<file path="config.mk">
export PLATFORM = sky130hd
export DESIGN_NAME = super6502_io
export DESIGN_NICKNAME = d
export VERILOG_FILES = /design/src/source/bus_pkg.sv /design/src/source/bus_decode.sv /design/src/source/board_io.sv /design/src/source/timer.sv /design/src/source/multiplier.sv /design/src/source/interrupt_controller.sv /design/src/source/super6502_io.sv
export SDC_FILE = /design/constraint.sdc
export NUM_CORES = 1
export LEC_CHECK = 0
export ABC_AREA = 1
export BUFFER_PORTS_ARGS = -buffer_cell sky130_fd_sc_hd__buf_2
export CAP_MARGIN = 5
export CELL_PAD_IN_SITES_DETAIL_PLACEMENT = 0
export CELL_PAD_IN_SITES_GLOBAL_PLACEMENT = 2
export CORE_UTILIZATION = 39
export DETAILED_ROUTE_END_ITERATION = 8
export PLACE_DENSITY_LB_ADDON = 0.1
export SLEW_MARGIN = 20
export SYNTH_ARGS = -nofsm -noshare
export SYNTH_HDL_FRONTEND = slang
export SYNTH_SLANG_ARGS = --single-unit
</file>
<file path="constraint.sdc">
create_clock -name clk_2 -period 9.7 [get_ports clk_2]
set_clock_uncertainty 0.05 [all_clocks]
set_input_delay 1.455 -clock clk_2 [delete_from_list [all_inputs] [get_ports clk_2]]
set_output_delay 1.455 -clock clk_2 [all_outputs]
set_load 0.02 [all_outputs]
</file>
<file path="src/source/bus_pkg.sv">
`default_nettype none

package bus_pkg;

    // Bus widths
    localparam int ADDR_W  = 16;
    localparam int DATA_W  = 8;
    localparam int NUM_IRQ = 8;             // Timer plus seven external lines

    typedef logic [ADDR_W-1:0] addr_t;
    typedef logic [DATA_W-1:0] data_t;

    // Address map, each block aligned to its own size
    localparam addr_t LEDS_BASE  = 16'h7FF0; // 1 byte
    localparam addr_t IRQ_BASE   = 16'h7FF2; // 2 bytes
    localparam addr_t TIMER_BASE = 16'h7FF4; // 4 bytes
    localparam addr_t MULT_BASE  = 16'h7FF8; // 8 bytes

    // Timer registers
    localparam logic [1:0] TMR_RELOAD_LO = 2'd0;
    localparam logic [1:0] TMR_RELOAD_HI = 2'd1;
    localparam logic [1:0] TMR_CTRL      = 2'd2;
    localparam logic [1:0] TMR_STATUS    = 2'd3;
    localparam int TMR_CTRL_EN   = 0;       // Count enable
    localparam int TMR_CTRL_IE   = 1;       // Interrupt enable
    localparam int TMR_STAT_FLAG = 0;       // Expiry flag

    // Multiplier registers, little endian
    localparam logic [2:0] MULT_A_LO = 3'd0;
    localparam logic [2:0] MULT_A_HI = 3'd1;
    localparam logic [2:0] MULT_B_LO = 3'd2;
    localparam logic [2:0] MULT_B_HI = 3'd3;
    localparam logic [2:0] MULT_P0   = 3'd4;
    localparam logic [2:0] MULT_P1   = 3'd5;
    localparam logic [2:0] MULT_P2   = 3'd6;
    localparam logic [2:0] MULT_P3   = 3'd7;

    // Interrupt controller registers
    localparam logic IRQ_MASK = 1'b0;
    localparam logic IRQ_PEND = 1'b1;       // Read only

endpackage

`default_nettype wire

</file>
<file path="src/source/bus_decode.sv">
`timescale 1ns/1ps
`default_nettype none

module bus_decode (
    input  wire logic           clk_2,
    input  wire logic           i_rst_n,
    input  wire bus_pkg::addr_t i_addr,
    input  wire logic           i_sel,
    input  wire bus_pkg::data_t i_leds_data,
    input  wire bus_pkg::data_t i_irq_data,
    input  wire bus_pkg::data_t i_timer_data,
    input  wire bus_pkg::data_t i_mult_data,
    output logic                o_leds_cs,
    output logic                o_irq_cs,
    output logic                o_timer_cs,
    output logic                o_mult_cs,
    output bus_pkg::data_t      o_data
);

    logic leds_hit;
    logic irq_hit;
    logic timer_hit;
    logic mult_hit;

    // Each region is aligned, so compare only the upper bits
    assign leds_hit  = (i_addr == bus_pkg::LEDS_BASE);
    assign irq_hit   = (i_addr[bus_pkg::ADDR_W-1:1] == bus_pkg::IRQ_BASE[bus_pkg::ADDR_W-1:1]);
    assign timer_hit = (i_addr[bus_pkg::ADDR_W-1:2] == bus_pkg::TIMER_BASE[bus_pkg::ADDR_W-1:2]);
    assign mult_hit  = (i_addr[bus_pkg::ADDR_W-1:3] == bus_pkg::MULT_BASE[bus_pkg::ADDR_W-1:3]);

    assign o_leds_cs  = i_sel & leds_hit;
    assign o_irq_cs   = i_sel & irq_hit;
    assign o_timer_cs = i_sel & timer_hit;
    assign o_mult_cs  = i_sel & mult_hit;

    always_comb begin
        if (o_leds_cs) begin
            o_data = i_leds_data;
        end else if (o_irq_cs) begin
            o_data = i_irq_data;
        end else if (o_timer_cs) begin
            o_data = i_timer_data;
        end else if (o_mult_cs) begin
            o_data = i_mult_data;
        end else begin
            o_data = '0;                    // Unmapped reads as zero
        end
    end

    a_one_select: assert property (
        @(posedge clk_2) disable iff (!i_rst_n)
        $onehot0({o_leds_cs, o_irq_cs, o_timer_cs, o_mult_cs})
    ) else $error("bus_decode: more than one chip select active");

endmodule

`default_nettype wire

</file>
<file path="src/source/board_io.sv">
`timescale 1ns/1ps
`default_nettype none

module board_io #(
    parameter int RESET_HOLD = 4
) (
    input  wire logic           clk_2,
    input  wire logic           i_rst_n,
    input  wire logic           i_cs,
    input  wire logic           i_rwb,
    input  wire bus_pkg::data_t i_data,
    output bus_pkg::data_t      o_data,
    output bus_pkg::data_t      o_leds,
    output logic                o_cpu_resb
);

    localparam int CNT_W = $clog2(RESET_HOLD + 1);

    logic [CNT_W-1:0] hold_cnt;

    always_ff @(posedge clk_2) begin
        if (!i_rst_n) begin
            o_leds <= '0;
        end else if (i_cs && !i_rwb) begin
            o_leds <= i_data;
        end
    end

    assign o_data = o_leds;                 // LED register reads back

    // CPU reset stretcher
    always_ff @(posedge clk_2) begin
        if (!i_rst_n) begin
            hold_cnt   <= '0;
            o_cpu_resb <= 1'b0;
        end else if (!o_cpu_resb) begin
            if (hold_cnt == CNT_W'(RESET_HOLD - 1)) begin
                o_cpu_resb <= 1'b1;         // Release after RESET_HOLD edges
            end
            hold_cnt <= hold_cnt + 1'b1;
        end
    end

    a_resb_no_glitch: assert property (
        @(posedge clk_2)
        $fell(o_cpu_resb) |-> $past(!i_rst_n)
    ) else $error("board_io: CPU reset asserted without system reset");

endmodule

`default_nettype wire

</file>
<file path="src/source/timer.sv">
`timescale 1ns/1ps
`default_nettype none

module timer (
    input  wire logic           clk_2,
    input  wire logic           i_rst_n,
    input  wire logic           i_cs,
    input  wire logic           i_rwb,
    input  wire logic [1:0]     i_addr,
    input  wire bus_pkg::data_t i_data,
    output bus_pkg::data_t      o_data,
    output logic                o_irq
);

    logic [15:0] reload;
    logic [15:0] count;
    logic        ctrl_en;
    logic        ctrl_ie;
    logic        flag;
    logic        expire;
    logic        wr;

    assign wr     = i_cs & ~i_rwb;
    assign expire = ctrl_en & (count == '0);

    // Register writes
    always_ff @(posedge clk_2) begin
        if (!i_rst_n) begin
            reload  <= '0;
            ctrl_en <= 1'b0;
            ctrl_ie <= 1'b0;
        end else if (wr) begin
            case (i_addr)
                bus_pkg::TMR_RELOAD_LO: reload[7:0]  <= i_data;
                bus_pkg::TMR_RELOAD_HI: reload[15:8] <= i_data;
                bus_pkg::TMR_CTRL: begin
                    ctrl_en <= i_data[bus_pkg::TMR_CTRL_EN];
                    ctrl_ie <= i_data[bus_pkg::TMR_CTRL_IE];
                end
                default: ;                  // Status handled below
            endcase
        end
    end

    // Down-counter, follows reload while stopped
    always_ff @(posedge clk_2) begin
        if (!i_rst_n) begin
            count <= '0;
        end else if (!ctrl_en || expire) begin
            count <= reload;
        end else begin
            count <= count - 1'b1;
        end
    end

    always_ff @(posedge clk_2) begin
        if (!i_rst_n) begin
            flag <= 1'b0;
        end else if (expire) begin
            flag <= 1'b1;                   // Set beats clear
        end else if (wr && i_addr == bus_pkg::TMR_STATUS) begin
            flag <= 1'b0;
        end
    end

    assign o_irq = flag & ctrl_ie;

    always_comb begin
        o_data = '0;
        case (i_addr)
            bus_pkg::TMR_RELOAD_LO: o_data = reload[7:0];
            bus_pkg::TMR_RELOAD_HI: o_data = reload[15:8];
            bus_pkg::TMR_CTRL: begin
                o_data[bus_pkg::TMR_CTRL_EN] = ctrl_en;
                o_data[bus_pkg::TMR_CTRL_IE] = ctrl_ie;
            end
            bus_pkg::TMR_STATUS: o_data[bus_pkg::TMR_STAT_FLAG] = flag;
            default: o_data = '0;
        endcase
    end

endmodule

`default_nettype wire

</file>
<file path="src/source/multiplier.sv">
`timescale 1ns/1ps
`default_nettype none

module multiplier (
    input  wire logic           clk_2,
    input  wire logic           i_rst_n,
    input  wire logic           i_cs,
    input  wire logic           i_rwb,
    input  wire logic [2:0]     i_addr,
    input  wire bus_pkg::data_t i_data,
    output bus_pkg::data_t      o_data
);

    logic [15:0] op_a;
    logic [15:0] op_b;
    logic [31:0] product;

    always_ff @(posedge clk_2) begin
        if (!i_rst_n) begin
            op_a <= '0;
            op_b <= '0;
        end else if (i_cs && !i_rwb) begin
            case (i_addr)
                bus_pkg::MULT_A_LO: op_a[7:0]  <= i_data;
                bus_pkg::MULT_A_HI: op_a[15:8] <= i_data;
                bus_pkg::MULT_B_LO: op_b[7:0]  <= i_data;
                bus_pkg::MULT_B_HI: op_b[15:8] <= i_data;
                default: ;                  // Product is read only
            endcase
        end
    end

    always_ff @(posedge clk_2) begin
        product <= op_a * op_b;             // Unsigned, one cycle behind operands
    end

    always_comb begin
        case (i_addr)
            bus_pkg::MULT_A_LO: o_data = op_a[7:0];
            bus_pkg::MULT_A_HI: o_data = op_a[15:8];
            bus_pkg::MULT_B_LO: o_data = op_b[7:0];
            bus_pkg::MULT_B_HI: o_data = op_b[15:8];
            bus_pkg::MULT_P0:   o_data = product[7:0];
            bus_pkg::MULT_P1:   o_data = product[15:8];
            bus_pkg::MULT_P2:   o_data = product[23:16];
            bus_pkg::MULT_P3:   o_data = product[31:24];
            default:            o_data = '0;
        endcase
    end

endmodule

`default_nettype wire

</file>
<file path="src/source/interrupt_controller.sv">
`timescale 1ns/1ps
`default_nettype none

module interrupt_controller #(
    parameter int NUM_SRC = 8
) (
    input  wire logic               clk_2,
    input  wire logic               i_rst_n,
    input  wire logic               i_cs,
    input  wire logic               i_rwb,
    input  wire logic               i_addr,
    input  wire bus_pkg::data_t     i_data,
    input  wire logic [NUM_SRC-1:0] i_src,
    output bus_pkg::data_t          o_data,
    output logic                    o_cpu_irqb
);

    logic [NUM_SRC-1:0] mask;
    logic [NUM_SRC-1:0] pend;

    always_ff @(posedge clk_2) begin
        if (!i_rst_n) begin
            mask <= '0;
        end else if (i_cs && !i_rwb && i_addr == bus_pkg::IRQ_MASK) begin
            mask <= i_data[NUM_SRC-1:0];
        end
    end

    // Level sampled, no latching
    always_ff @(posedge clk_2) begin
        if (!i_rst_n) begin
            pend <= '0;
        end else begin
            pend <= i_src;
        end
    end

    assign o_cpu_irqb = ~|(pend & mask);

    always_comb begin
        if (i_addr == bus_pkg::IRQ_PEND) begin
            o_data = bus_pkg::DATA_W'(pend);
        end else begin
            o_data = bus_pkg::DATA_W'(mask);
        end
    end

    // IRQ only follows a masked-in source seen on the previous edge
    a_irq_needs_source: assert property (
        @(posedge clk_2) disable iff (!i_rst_n)
        !o_cpu_irqb |-> |($past(i_src) & mask)
    ) else $error("interrupt_controller: IRQ asserted without an enabled source");

endmodule

`default_nettype wire

</file>
<file path="src/source/super6502_io.sv">
`timescale 1ns/1ps
`default_nettype none

module super6502_io #(
    parameter int RESET_HOLD = 4
) (
    input  wire logic                        clk_2,
    input  wire logic                        i_rst_n,
    input  wire logic                        i_cpu_sel,
    input  wire logic                        i_cpu_rwb,
    input  wire bus_pkg::addr_t              i_cpu_addr,
    input  wire bus_pkg::data_t              i_cpu_data,
    input  wire logic [bus_pkg::NUM_IRQ-2:0] i_ext_irqb,
    output bus_pkg::data_t                   o_cpu_data,
    output logic                             o_cpu_irqb,
    output logic                             o_cpu_resb,
    output bus_pkg::data_t                   o_leds
);

    logic leds_cs;
    logic irq_cs;
    logic timer_cs;
    logic mult_cs;
    logic timer_irq;

    bus_pkg::data_t leds_data;
    bus_pkg::data_t irq_data;
    bus_pkg::data_t timer_data;
    bus_pkg::data_t mult_data;

    logic [bus_pkg::NUM_IRQ-1:0] irq_src;

    assign irq_src = {~i_ext_irqb, timer_irq}; // Source 0 is the timer

    bus_decode u_bus_decode (
        .clk_2        (clk_2),
        .i_rst_n      (i_rst_n),
        .i_addr       (i_cpu_addr),
        .i_sel        (i_cpu_sel),
        .i_leds_data  (leds_data),
        .i_irq_data   (irq_data),
        .i_timer_data (timer_data),
        .i_mult_data  (mult_data),
        .o_leds_cs    (leds_cs),
        .o_irq_cs     (irq_cs),
        .o_timer_cs   (timer_cs),
        .o_mult_cs    (mult_cs),
        .o_data       (o_cpu_data)
    );

    board_io #(
        .RESET_HOLD (RESET_HOLD)
    ) u_board_io (
        .clk_2      (clk_2),
        .i_rst_n    (i_rst_n),
        .i_cs       (leds_cs),
        .i_rwb      (i_cpu_rwb),
        .i_data     (i_cpu_data),
        .o_data     (leds_data),
        .o_leds     (o_leds),
        .o_cpu_resb (o_cpu_resb)
    );

    timer u_timer (
        .clk_2   (clk_2),
        .i_rst_n (i_rst_n),
        .i_cs    (timer_cs),
        .i_rwb   (i_cpu_rwb),
        .i_addr  (i_cpu_addr[1:0]),
        .i_data  (i_cpu_data),
        .o_data  (timer_data),
        .o_irq   (timer_irq)
    );

    multiplier u_multiplier (
        .clk_2   (clk_2),
        .i_rst_n (i_rst_n),
        .i_cs    (mult_cs),
        .i_rwb   (i_cpu_rwb),
        .i_addr  (i_cpu_addr[2:0]),
        .i_data  (i_cpu_data),
        .o_data  (mult_data)
    );

    interrupt_controller #(
        .NUM_SRC (bus_pkg::NUM_IRQ)
    ) u_interrupt_controller (
        .clk_2      (clk_2),
        .i_rst_n    (i_rst_n),
        .i_cs       (irq_cs),
        .i_rwb      (i_cpu_rwb),
        .i_addr     (i_cpu_addr[0]),
        .i_data     (i_cpu_data),
        .i_src      (irq_src),
        .o_data     (irq_data),
        .o_cpu_irqb (o_cpu_irqb)
    );

endmodule

`default_nettype wire

</file>
After elaboration in Yosys (flattened, before gate mapping)
Cells that the tools add are included.
- flip-flop bits (word level): 127
- logic and storage cells: 80
- muxes and demuxes: 14
- add/sub/neg operators: 2
- reduce and logical (&&, ||, !) cells: 21
- equal/unequal tests: 15
- multiply operators: 1
- bitwise logic cells: 11
- operators with widths (cell ; number):
    one-hot mux 8 bit (8 select lines) ; 1
    2-to-1 mux 8 bit ; 5
    multiplier 16 x 16 -> 32 bit ; 1
    == test 16 x 15 -> 1 bit (second input constant) ; 1
    zero test 16 bit ; 1
    2-to-1 mux 16 bit ; 1
    subtractor 16 x 1 -> 16 bit (second input constant) ; 1
    == test 15 x 14 -> 1 bit (second input constant) ; 1
    == test 14 x 13 -> 1 bit (second input constant) ; 1
    AND reduction 2 bit ; 7
    == test 13 x 12 -> 1 bit (second input constant) ; 1
    == test 3 bit (second input constant) ; 4
    one-hot mux 6 bit (2 select lines) ; 1
    == test 3 x 2 -> 1 bit (second input constant) ; 3
    bitwise AND 8 bit ; 1
    OR reduction 8 bit ; 1
    bitwise AND 1 bit ; 7
    NOT 7 bit ; 1
    logical AND 1 bit ; 5
    == test 2 bit (second input constant) ; 2
    2-to-1 mux 1 bit ; 4
    one-hot mux 1 bit (4 select lines) ; 1
    adder 3 x 1 -> 3 bit (second input constant) ; 1
    == test 3 x 1 -> 1 bit (second input constant) ; 1
    other kinds (8) ; 11

Longest topological paths before layout
Gate-level depths: netlist (run 1).
- depth after elaboration: 6
- depth in mapped cells: 25

Cells and area by module
Synthesis (run 1) repeated with hierarchy kept, for this count alone.
- cell total of the unflattened synthesis: 2256
- area, all modules: 15558.7 um^2
- modules (own cells, without submodules) (module ; area each (um^2) ; cells an instance ; sequential area each (um^2) ; instances):
    multiplier ; 11746.3 ; 1660 ; 1281.2 ; 1
    timer ; 1879.3 ; 270 ; 700.7 ; 1
    interrupt_controller ; 699.4 ; 106 ; 320.3 ; 1
    bus_decode ; 630.6 ; 133 ; 0.0 ; 1
    board_io ; 576.8 ; 80 ; 240.2 ; 1
    super6502_io ; 26.3 ; 7 ; 0.0 ; 1

Worst setup path after synthesis (run 1)
No wires, ideal clock.
- kind: reg2reg
- start point: register u_multiplier.op_b[7]
- end point: register u_multiplier.product[28]
- period minus slack after synthesis: 5.293 ns
- data required time: 9.538 ns
- buffers on the path: 2
- path slack: 4.407 ns
- library setup time: 0.112 ns
- stages on the path, launching flop included: 23
- arrival: 5.131 ns
- cells stage by stage: dfxtp_1 -> clkbuf_1 -> clkbuf_1 -> nand2_1 -> fa_1 -> inv_1 -> fa_1 -> inv_1 -> fa_1 -> inv_1 -> fa_1 -> fa_1 -> inv_1 -> fa_1 -> inv_1 -> ha_1 -> nand2_1 -> nor2_1 -> and2_1 -> and2_1 -> nand2_1 -> nand3_1 -> nand2_1
- longest elaborated chain between the ends: 1
- RTL lines (item ; line ; RTL):
    from (decl) ; multiplier.sv:15 ; logic [15:0] op_b;
    from (signal assigned) ; multiplier.sv:26 ; bus_pkg::MULT_B_LO: op_b[7:0] <= i_data;
    multiplier 16 x 16 -> 32 bit ; multiplier.sv:34 ; product <= op_a * op_b;
    to (signal assigned) ; multiplier.sv:34 ;
    to (decl) ; multiplier.sv:16 ; logic [31:0] product;
Every way passes these cells.
A chain may end at the register's enable or synchronous reset.

Worst setup path in the final report (run 1)
- start point: register u_multiplier.op_b[7]
- end point: register u_multiplier.product[20]
Same word-level chain as after synthesis.

==> out/metrics.cfg, run 1 <==
[worst_setup_path]
crit_path_top_delay_cell = dfxtp_1
critPathArrivalTime_ps = 6470
crit_family = adder cells
crit_type = register to register
crit_required_ps = 9990
cp-end-kind = register
cp-start-kind = register
crit_fanout = 18
crit_buf_inv = 5
crit_top_cell = fa_1
cpPeakStageDelay_ps = 1010
cp_cell_sequence = nand2_1 -> fa_1 -> inv_1 -> fa_1 -> inv_1 -> fa_1 -> inv_1 -> fa_1 -> fa_1 -> inv_1 -> fa_1 -> inv_1 -> ha_1 -> nand2_1 -> nor2_1 -> and2_1 -> nand4_1 -> nand4_1 -> nand2_1

[global_routing]
grt_pass1_vias = 13300
grt-ovfl-total = 0
antenna_found_initial = 0
grt_pass1_wl_mm = 74.8
grt_max_degree = 86
gr-usage-all-layers = 0.243

[final_layout]
drive_above_1_share = 0.0485
nNetsFinal = 2615
fin_cells = 2809
areaGrowthSynthToFinish_pct = 7.29
utilization = 0.425
layout_commonest_cell = nand2_1
final_cell_mix = 773 x nand2_1, 534 x inv_1, 244 x nor2_1, 194 x fa_1, 127 x dfxtp_1
antenna_cells = 0
num-fill-cells = 4172

[route]
ant_nets = 0
firstDrtPassIters = 5
post_drt_wl_per_cell_um = 16.8
routed_wl_mm = 47.3
viasPerCell = 4.73
drtIter0Drc = 893
via_count = 13300
drc = 0

[cts]
clk_latency_ps = 450
holdBufCountCts = 0
post_cts_buffers = 0
cts.sinks = 127
cts_tree = yes
clkTransAtPathRegs_ps = 80
cts.htree.levels = 4
cts_resized = 0
clockRootBuffer = clkbuf_16
clk_path_buf_depth = 2
cts_buffers = 17

[power]
p_leak_uw = 0.0100
intPower_uw = 914
p_comb_frac = 0.045
power_frac_seq = 0.417
ir_worst_vdd_mv = 0.111
switchingPower_uw = 359
switching_share = 0.282
p_per_area_nw_per_um2 = 77.1
clock_power_share = 0.538
power.total_uw = 1270

[floorplanning]
start_util = 0.396
coreArea_sq_um = 38800
die_h_um = 201
fp-row-count = 72
die_area_sq_um = 40300
io-pin-count = 53
dieWidth_um = 201

[sta]
worst_pin_slew_ps = 1070
maxSlewHeadroom = 0.288
rsz0062_at_grt = no
fmax_ghz = 0.162
min_period_ps = 6180
hold_viol_final = 0
setup_viol_count_final = 0
fin_tns_setup_ps = 0
finalCritPeriodShare = 0.637
maxSlewViolCount = 0

[logic_synthesis]
synth_cell_types = 36
syn-num-nets = 2641
synth_top_area_share = 0.252
synth_seq_cells = 127
avgSynthCellArea_sq_um = 6.68
synth_top_cell_by_area = fa_1
syn_inst = 2304
yosysWarnings = 0
yosys-top-cells-area = fa_1 25%, nand2_1 19%, dfxtp_1 17%
yosysSeqAreaShare = 0.165
syn-cell-area_sq_um = 15400

[job]
maxCapViolCount = 0

[hold_path]
min_path_type = register to register

[placed_design]
dp_hpwl_mm = 37.3
gp_congestion = 0.883
dp_cells = 2777
numPortBuffers = 52

[outcome]
status = finished clean

==> worst register-to-register path: stages, from the launching register on <==
cell,delay (ps)
dfxtp_1,1010
nand2_1,200
fa_1,580
inv_1,50
fa_1,500
inv_1,70
fa_1,530
inv_1,50
fa_1,460
fa_1,490
inv_1,50
fa_1,470
inv_1,50
ha_1,360
nand2_1,120
nor2_1,290
and2_1,280
nand4_1,240
nand4_1,170
nand2_1,80
==> kinds of logic after synthesis <==
kind of cell,share of synthesized area
simple gates,0.290
buf+inv,0.159
compound gates,0.0311
xor+xnor,0.0148
fa+ha+maj,0.340
flops,0.165
==> metrics by stage <==
| step | hold WS, ps | instance area (sq um) | setup slack [ps] |
|---|---|---|---|
| floorplan | 360 | 15400 | 4410 |
| global placement | 368 | 15900 | 3460 |
| detailed placement | 369 | 15900 | 3520 |
| CTS | 379 | 16500 | 3530 |
| global route | 398 | 16500 | 3260 |
| finish | 383 | 16500 | 3520 |
==> worst paths after layout <==
kind	startpoint	to	slack, ps	cells after the start
setup / recovery	u_multiplier.op_b[7]$_SDFFE_PN0P_	u_multiplier.product[20]$_DFF_P_	3520	19
hold / removal	u_timer.ctrl_ie$_SDFFE_PN0P_	u_interrupt_controller.pend[0]$_SDFF_PN0_	380	2
setup reg to reg	u_multiplier.op_b[7]$_SDFFE_PN0P_	u_multiplier.product[20]$_DFF_P_	3520	19
hold reg to reg	u_timer.ctrl_ie$_SDFFE_PN0P_	u_interrupt_controller.pend[0]$_SDFF_PN0_	380	2
==> area by class of cell <==
| type | instances | area (sq um) | share of cell area |
|---|---|---|---|
| Sequential cell | 127 | 2540 | 0.154 |
| Clock buffer | 17 | 425 | 0.0258 |
| Multi-Input combinational cell | 1538 | 10400 | 0.630 |
| Clock inverter | 15 | 184 | 0.0111 |
| Inverter | 538 | 2020 | 0.122 |
| Tap cell | 518 | 648 | 0.0393 |
| Timing Repair Buffer | 56 | 290 | 0.0176 |
==> metal layers <==
layer	global-route usage	up-vias	routed length (um)
met3	0.0349	54	1830
met5	0	-	0
met4	0.0613	0	1010
li1	-	6572	-
met2	0.404	280	22200
met1	0.331	6373	22300
==> registers in the layout (all words and copies together), names as in the netlist, 3 cells and up <==
register,count
u_multiplier.product,32
u_timer.reload,16
u_interrupt_controller.pend,8
u_multiplier.op_a,16
u_board_io.hold_cnt,3
u_interrupt_controller.mask,8
u_board_io.o_data,8
u_timer.count,16
u_multiplier.op_b,16
==> cell usage after synthesis, drive strengths merged <==
library cell and number:
nor3 6, o31ai 1, nor3b 1, xor2 17, nand4 12, a21o 1, nand3 58, and2 5
o211ai 1, o21ai 39, nor2 254, xnor2 9, nand2 778, clkbuf 73, buf 28, fa 194
o2111ai 1, o21bai 1, a21oi 40, o22ai 7, and3 2, ha 108, nand3b 3, dfxtp 127
inv 538
==> power by group through the flow <==
stage / Combinational, uW / Clock [uW] / Sequential, uW
global placement: 57.5 / 0 / 542
detailed placement: 57.7 / 0 / 542
floorplan: 32.2 / 0 / 542
finish: 57.2 / 685 / 530
CTS: 58.1 / 696 / 530
global route: 63.5 / 721 / 531
(Power assumes the default switching activity.)
==> run 2: changes to the inputs <==
- CORE_UTILIZATION: 39 -> 33
- clock period: 9.7 -> 5 ns (I/O delays scaled with it)
==> run 2 against run 1 <==
  * Hold slack got worse by 0.82 ps
  * The run now ends with negative setup slack left
  * Flip-flop and latch count unchanged
  * Critical path depth increased by 3
  * Via count increased by 4.7%
  * Wire length increased by 9.6%
  * Register-to-register slack got worse by 3600 ps
  * Setup slack got worse by 3600 ps
  * First-iteration DRC count decreased by 18%
  * Largest power group unchanged
==> out/metrics.cfg, run 2 (synthesis gave the netlist of run 1 again) <==
[cts]
clockRootBuffer = clkbuf_16
clk_latency_ps = 460  ; about the same
clk_path_buf_depth = 2  ; unchanged
cts.htree.levels = 4  ; unchanged
clkTransAtPathRegs_ps = 70  ; about the same
cts_buffers = 17  ; unchanged
cts.sinks = 127  ; unchanged
cts_tree = yes

[global_routing]
gr-usage-all-layers = 0.226  ; -0.0171
grt-ovfl-total = 0  ; unchanged
grt_max_degree = 86  ; unchanged
antenna_found_initial = 1  ; +1
grt_pass1_vias = 13800  ; +3.8%
grt_pass1_wl_mm = 80.2  ; +7.3%

[floorplanning]
fp-row-count = 78  ; +8.3%
die_h_um = 218  ; +8.6%
io-pin-count = 53  ; unchanged
coreArea_sq_um = 45700  ; +18%
start_util = 0.337  ; -0.0594
die_area_sq_um = 47500  ; +18%
dieWidth_um = 218  ; +8.6%

[worst_setup_path]
r2r-start = u_multiplier.op_b[4]$_SDFFE_PN0P_
endpoint = u_multiplier.product[25]$_DFF_P_
crit_top_cell = fa_1
crit_type = register to register
critPathLaunch = u_multiplier.op_b[4]$_SDFFE_PN0P_
crit_cells = 22  ; +3
cp-end-kind = register
r2r-end = u_multiplier.product[25]$_DFF_P_
crit_path_top_delay_cell = fa_1
crit_family = adder cells
critPathArrivalTime_ps = 5400  ; -1070 ps
cp_cell_sequence = buf_12 -> nand2_4 -> inv_2 -> fa_1 -> inv_2 -> fa_1 -> fa_1 -> inv_2 -> fa_1 -> fa_1 -> inv_2 -> fa_1 -> inv_2 -> ha_4 -> nand2_4 -> buf_6 -> nor2_4 -> nand2_1 -> nor2_1 -> nand2_1 -> nand4_1 -> nand2_1
crit_buf_inv = 7  ; +2
crit_fanout = 5  ; -13
worstRegToRegCells = 22  ; +3
reg2reg_slack_ps = -90  ; -3610 ps
cp-start-kind = register
cpPeakStageDelay_ps = 540  ; -470 ps
crit_required_ps = 5310  ; -4680 ps

[sta]
maxSlewHeadroom = 0.372  ; +0.0841
setup_viol_count_final = 10  ; +10
maxSlewViolCount = 0  ; unchanged
setup_slack_ps = -92.0  ; -3610 ps
finalCritPeriodShare = 1.02  ; +0.382
hold_viol_final = 0  ; unchanged
rsz0062_at_grt = yes
fmax_ghz = 0.196  ; +21%
min_period_ps = 5090  ; -1090 ps
worst_pin_slew_ps = 942  ; -125 ps
fin_tns_setup_ps = -543  ; -543 ps

[route]
drtIter0Drc = 734  ; -18%
via_count = 13900  ; +4.7%
drc = 0  ; unchanged
viasPerCell = 4.52  ; -4.4%
post_drt_wl_per_cell_um = 16.8  ; about the same
ant_nets = 0  ; unchanged
firstDrtPassIters = 6  ; +1
routed_wl_mm = 51.8  ; +9.6%

[final_layout]
final_cell_mix = 697 x nand2_1, 495 x inv_1, 226 x nor2_1, 183 x fa_1, 133 x buf_4
max_flop_register = u_multiplier.product
areaGrowthSynthToFinish_pct = 26.8
antenna_cells = 0  ; unchanged
layout_commonest_cell = nand2_1
nNetsFinal = 2804  ; +7.2%
largest_register_ffs = 32  ; unchanged
num-fill-cells = 4910  ; +18%
drive_above_1_share = 0.210  ; +0.161
multiInputGateArea_sq_um = 11300  ; +8.8%
ff_latch_area_sq_um = 2600  ; +2.3%

[hold_path]
min_path_type = register to register

[power]
p_leak_uw = 0.0114  ; +14%
ir_worst_vdd_mv = 0.269  ; +140%
power.total_uw = 2480  ; +95%
p_per_area_nw_per_um2 = 127  ; +65%

[outcome]
failed_checks = negative setup slack
status = complete, but fails checks

[placed_design]
gp_congestion = 0.844  ; -4.5%
numPortBuffers = 52  ; unchanged
dp_hpwl_mm = 41.7  ; +12%

[job]
maxCapViolCount = 0  ; unchanged

## run 2: changes by cell type in the layout (fill, tap and decap cells not counted), sizes merged
cell and change:
buf +189, bufinv +2, clkbuf +1, clkinv +4, inv -9
## run 2: layer usage
layer,GRT usage,routed length (um),part of all wire,vias up
met5,0,0,0,-
met4,0.0692,1180,0.023,0
met3,0.0243,1470,0.028,52
met2,0.369,24500,0.47,206
met1,0.312,24700,0.48,6699
li1,-,-,-,6951
## run 2: power by group
part	switching [uW]	leakage (uW)	total, uW	internal [uW]
sequential	6.87	0.00104	1020	1020
clock	546	0.000293	1340	794
combinational	86.2	0.0101	115	28.7
## run 2: final cells by class
cell class | instances | share of cell area
inverter | 538 | 0.104
sequential | 127 | 0.133
clock buffer | 18 | 0.0225
timing repair buffer | 245 | 0.114
clock inverter | 12 | 0.00821
tap | 600 | 0.0385
multi-input combinational | 1538 | 0.580
## run 2: through the flow
stage,hold slack [ps],cell area (sq um),std cells,setup WS [ps],util
after floorplan,360,15500,2304,0.357,-
after global placement,368,17400,3008,-413,0.381
after detailed placement,374,17400,3008,-393,0.381
after CTS,372,18700,3053,-73.1,0.410
after global routing,381,19500,3078,-276,0.427
final,383,19500,3078,-92.0,0.427
## run 2: worst min-delay path by stage
| stage | startpoint | end | cells past startpoint |
|---|---|---|---|
| 4_1_cts | i_ext_irqb[6] | u_interrupt_controller.pend[7]$_SDFF_PN0_ | 2 |
| 6_report | u_timer.ctrl_ie$_SDFFE_PN0P_ | u_interrupt_controller.pend[0]$_SDFF_PN0_ | 2 |
| 3_3_place_gp | u_timer.ctrl_ie$_SDFFE_PN0P_ | u_interrupt_controller.pend[0]$_SDFF_PN0_ | 2 |
| 2_1_floorplan | u_timer.ctrl_ie$_SDFFE_PN0P_ | u_interrupt_controller.pend[0]$_SDFF_PN0_ | 2 |
| 3_5_place_dp | u_timer.ctrl_ie$_SDFFE_PN0P_ | u_interrupt_controller.pend[0]$_SDFF_PN0_ | 2 |
| 5_1_grt | i_ext_irqb[6] | u_interrupt_controller.pend[7]$_SDFF_PN0_ | 2 |
## run 2: repair_timing
action / CTS / global route
setup endpoints to repair: 22 / 22
gates resized for setup: 129 / 198
buffers inserted: 13 / 27
pin swaps: 33 / 119
hold buffers: 0 / 0
gates cloned: 2 / 0
## run 2: worst min-delay path, cell delays in order, from the launching register on
cell	delay, ps
dfxtp_1	310
nand2_1	50
nor2_1	30
==> run 3: changes to the inputs <==
==> constraint.sdc (replaced) <==
create_clock -name clk_2 -period 5 [get_ports clk_2]
set_clock_uncertainty 0.05 [all_clocks]
set_input_delay 0.5 -clock clk_2 [delete_from_list [all_inputs] [get_ports clk_2]]
set_output_delay 0.5 -clock clk_2 [all_outputs]
set_load 0.02 [all_outputs]
==> run 3 against run 2 <==
  * The run still ends with negative setup slack left
  * First-iteration DRC count rose by 3.7%
  * Combinational power barely moved
  * Count of clock-buffer cells in the layout rose by 2
  * Total power fell by 4.1%
  * Non-clock buffer count fell by 9
  * Setup slack improved by 5.6 ps
  * Critical path type unchanged
  * Highest routed layer unchanged
==> out/metrics.cfg, run 3 (synthesis gave the netlist of run 1 again) <==
[outcome]
status = complete, but fails checks
failed_checks = negative setup slack

[sta]
setup_viol_count_final = 11  ; +1
min_period_ps = 5090  ; -5.62 ps
setup_slack_ps = -86.4  ; +5.62 ps
worst_pin_slew_ps = 838  ; -105 ps
rsz0062_at_grt = yes
fin_hold_ws_ps = 147  ; -236 ps
maxSlewHeadroom = 0.441  ; +0.0690
fmax_ghz = 0.197  ; +0.11%
finalCritPeriodShare = 1.02  ; -0.00112
maxSlewViolCount = 0  ; unchanged
hold_viol_final = 0  ; unchanged

[final_layout]
final_cell_mix = 719 x nand2_1, 508 x inv_1, 229 x nor2_1, 186 x fa_1, 139 x buf_4
max_flop_register = u_multiplier.product
drive_above_1_share = 0.188  ; -0.0220
layout_commonest_cell = nand2_1
nNetsFinal = 2795  ; -0.32%
fin_cells = 3070  ; -0.26%
largest_register_ffs = 32  ; unchanged
num-fill-cells = 4868  ; -0.86%
areaGrowthSynthToFinish_pct = 24.0
antenna_cells = 0  ; unchanged

[global_routing]
grt_max_degree = 60  ; -30%
grt_pass1_wl_mm = 79.4  ; -1.0%
antenna_found_initial = 0  ; -1
grt_pass1_vias = 13800  ; +0.38%
grt-ovfl-total = 0  ; unchanged
gr-usage-all-layers = 0.223  ; -0.00290

[power]
p_per_area_nw_per_um2 = 125  ; -2.0%
ir_worst_vdd_mv = 0.242  ; -10%
p_leak_uw = 0.0113  ; -1.5%

[placed_design]
dp_cells = 3010  ; +0.066%
numPortBuffers = 52  ; unchanged
dp_hpwl_mm = 41.9  ; +0.41%
gp_congestion = 0.846  ; +0.32%

[floorplanning]
io-pin-count = 53  ; unchanged
start_util = 0.337  ; unchanged
fp-row-count = 78  ; unchanged
dieWidth_um = 218  ; unchanged
die_area_sq_um = 47500  ; unchanged
die_h_um = 218  ; unchanged
coreArea_sq_um = 45700  ; unchanged

[route]
viasPerCell = 4.50  ; -0.42%
post_drt_wl_per_cell_um = 16.8  ; -0.45%
drc = 0  ; unchanged
drtIter0Drc = 761  ; +3.7%
firstDrtPassIters = 8  ; +2
routed_wl_mm = 51.5  ; -0.71%
via_count = 13800  ; -0.68%
ant_nets = 0  ; unchanged

[cts]
clkTransAtPathRegs_ps = 70  ; about the same
cts_tree = yes
cts_buffers = 17  ; unchanged
clk_path_buf_depth = 2  ; unchanged
cts.htree.levels = 4  ; unchanged
clockRootBuffer = clkbuf_16
cts.sinks = 127  ; unchanged
clk_latency_ps = 450  ; about the same

[worst_setup_path]
cp-end-kind = register
crit_fanout = 13  ; +8
critPathArrivalTime_ps = 5380  ; -20 ps
crit_type = register to register
cp-start-kind = register
crit_required_ps = 5300  ; about the same

[hold_path]
min_path_type = input port to register

[job]
maxCapViolCount = 0  ; unchanged

## run 3: cell types whose count changed in the layout (fill, tap and decap cells not counted), sizes merged
cell	change
buf	-10
clkbuf	+3
bufinv	-2
clkinvlp	+1
## run 3: layer usage
metal  up-vias  track usage  share of wire
li1       6926            -              -
met4         0       0.0648          0.021
met3        46       0.0265          0.031
met1      6633        0.303           0.47
met5         -            0              0
met2       208        0.369           0.47
## run 3: area by class of cell
class,instances,area (sq um),area share
clock buffer,20,457,0.0239
sequential,127,2590,0.136
tap,600,751,0.0393
timing repair buffer,236,2070,0.108
inverter,538,2020,0.106
multi-input combinational,1538,11100,0.581
clock inverter,11,108,0.00564
## run 3: per-stage QoR
step	total power, uW	TNS, ps	utilization	setup slack [ps]	area [sq um]
5_1_grt	2470	-3760	0.418	-240	19100
4_1_cts	2420	-219	0.405	-53.2	18500
6_report	2380	-518	0.418	-86.4	19100
3_5_place_dp	1170	-6340	0.381	-370	17400
3_3_place_gp	1170	-5890	0.381	-366	17400
2_1_floorplan	1110	0	-	0.357	15500
## run 3: final timing paths
check | to | slack [ps] | from | cells after the start
min reg2reg | u_interrupt_controller.pend[0]$_SDFF_PN0_ | 380 | u_timer.ctrl_ie$_SDFFE_PN0P_ | 2
min | u_interrupt_controller.pend[2]$_SDFF_PN0_ | 150 | i_ext_irqb[1] | 2
max reg2reg | u_multiplier.product[15]$_DFF_P_ | -90 | u_multiplier.op_a[8]$_SDFFE_PN0P_ | 19
max | u_multiplier.product[15]$_DFF_P_ | -90 | u_multiplier.op_a[8]$_SDFFE_PN0P_ | 19
## run 3: repair_timing
item	4_1_cts	5_1_grt
setup buffers	8	20
resized for setup	116	123
pin swaps	25	57
cloned	0	1
setup endpoints to repair	22	22
hold buffers	0	0
## run 3: critical path, stage by stage (launching register included)
cell and delay (ps):
dfxtp_2 330, buf_12 140, nand2_1 80, inv_2 40, fa_1 520, inv_1 50, fa_1 460, fa_1 510
inv_2 40, fa_1 520, fa_1 580, fa_1 470, ha_4 310, nand2_4 70, nand2_2 70, nand2_2 70
nand2_2 70, nand3b_1 260, buf_4 200, xor2_1 130
## run 3: where the power goes
part | switching [uW] | internal (uW) | total (uW) | leakage, uW
clock network | 529 | 710 | 1240 | 0.000273
logic | 85.8 | 28.1 | 114 | 0.00996
registers | 6.55 | 1020 | 1020 | 0.00104
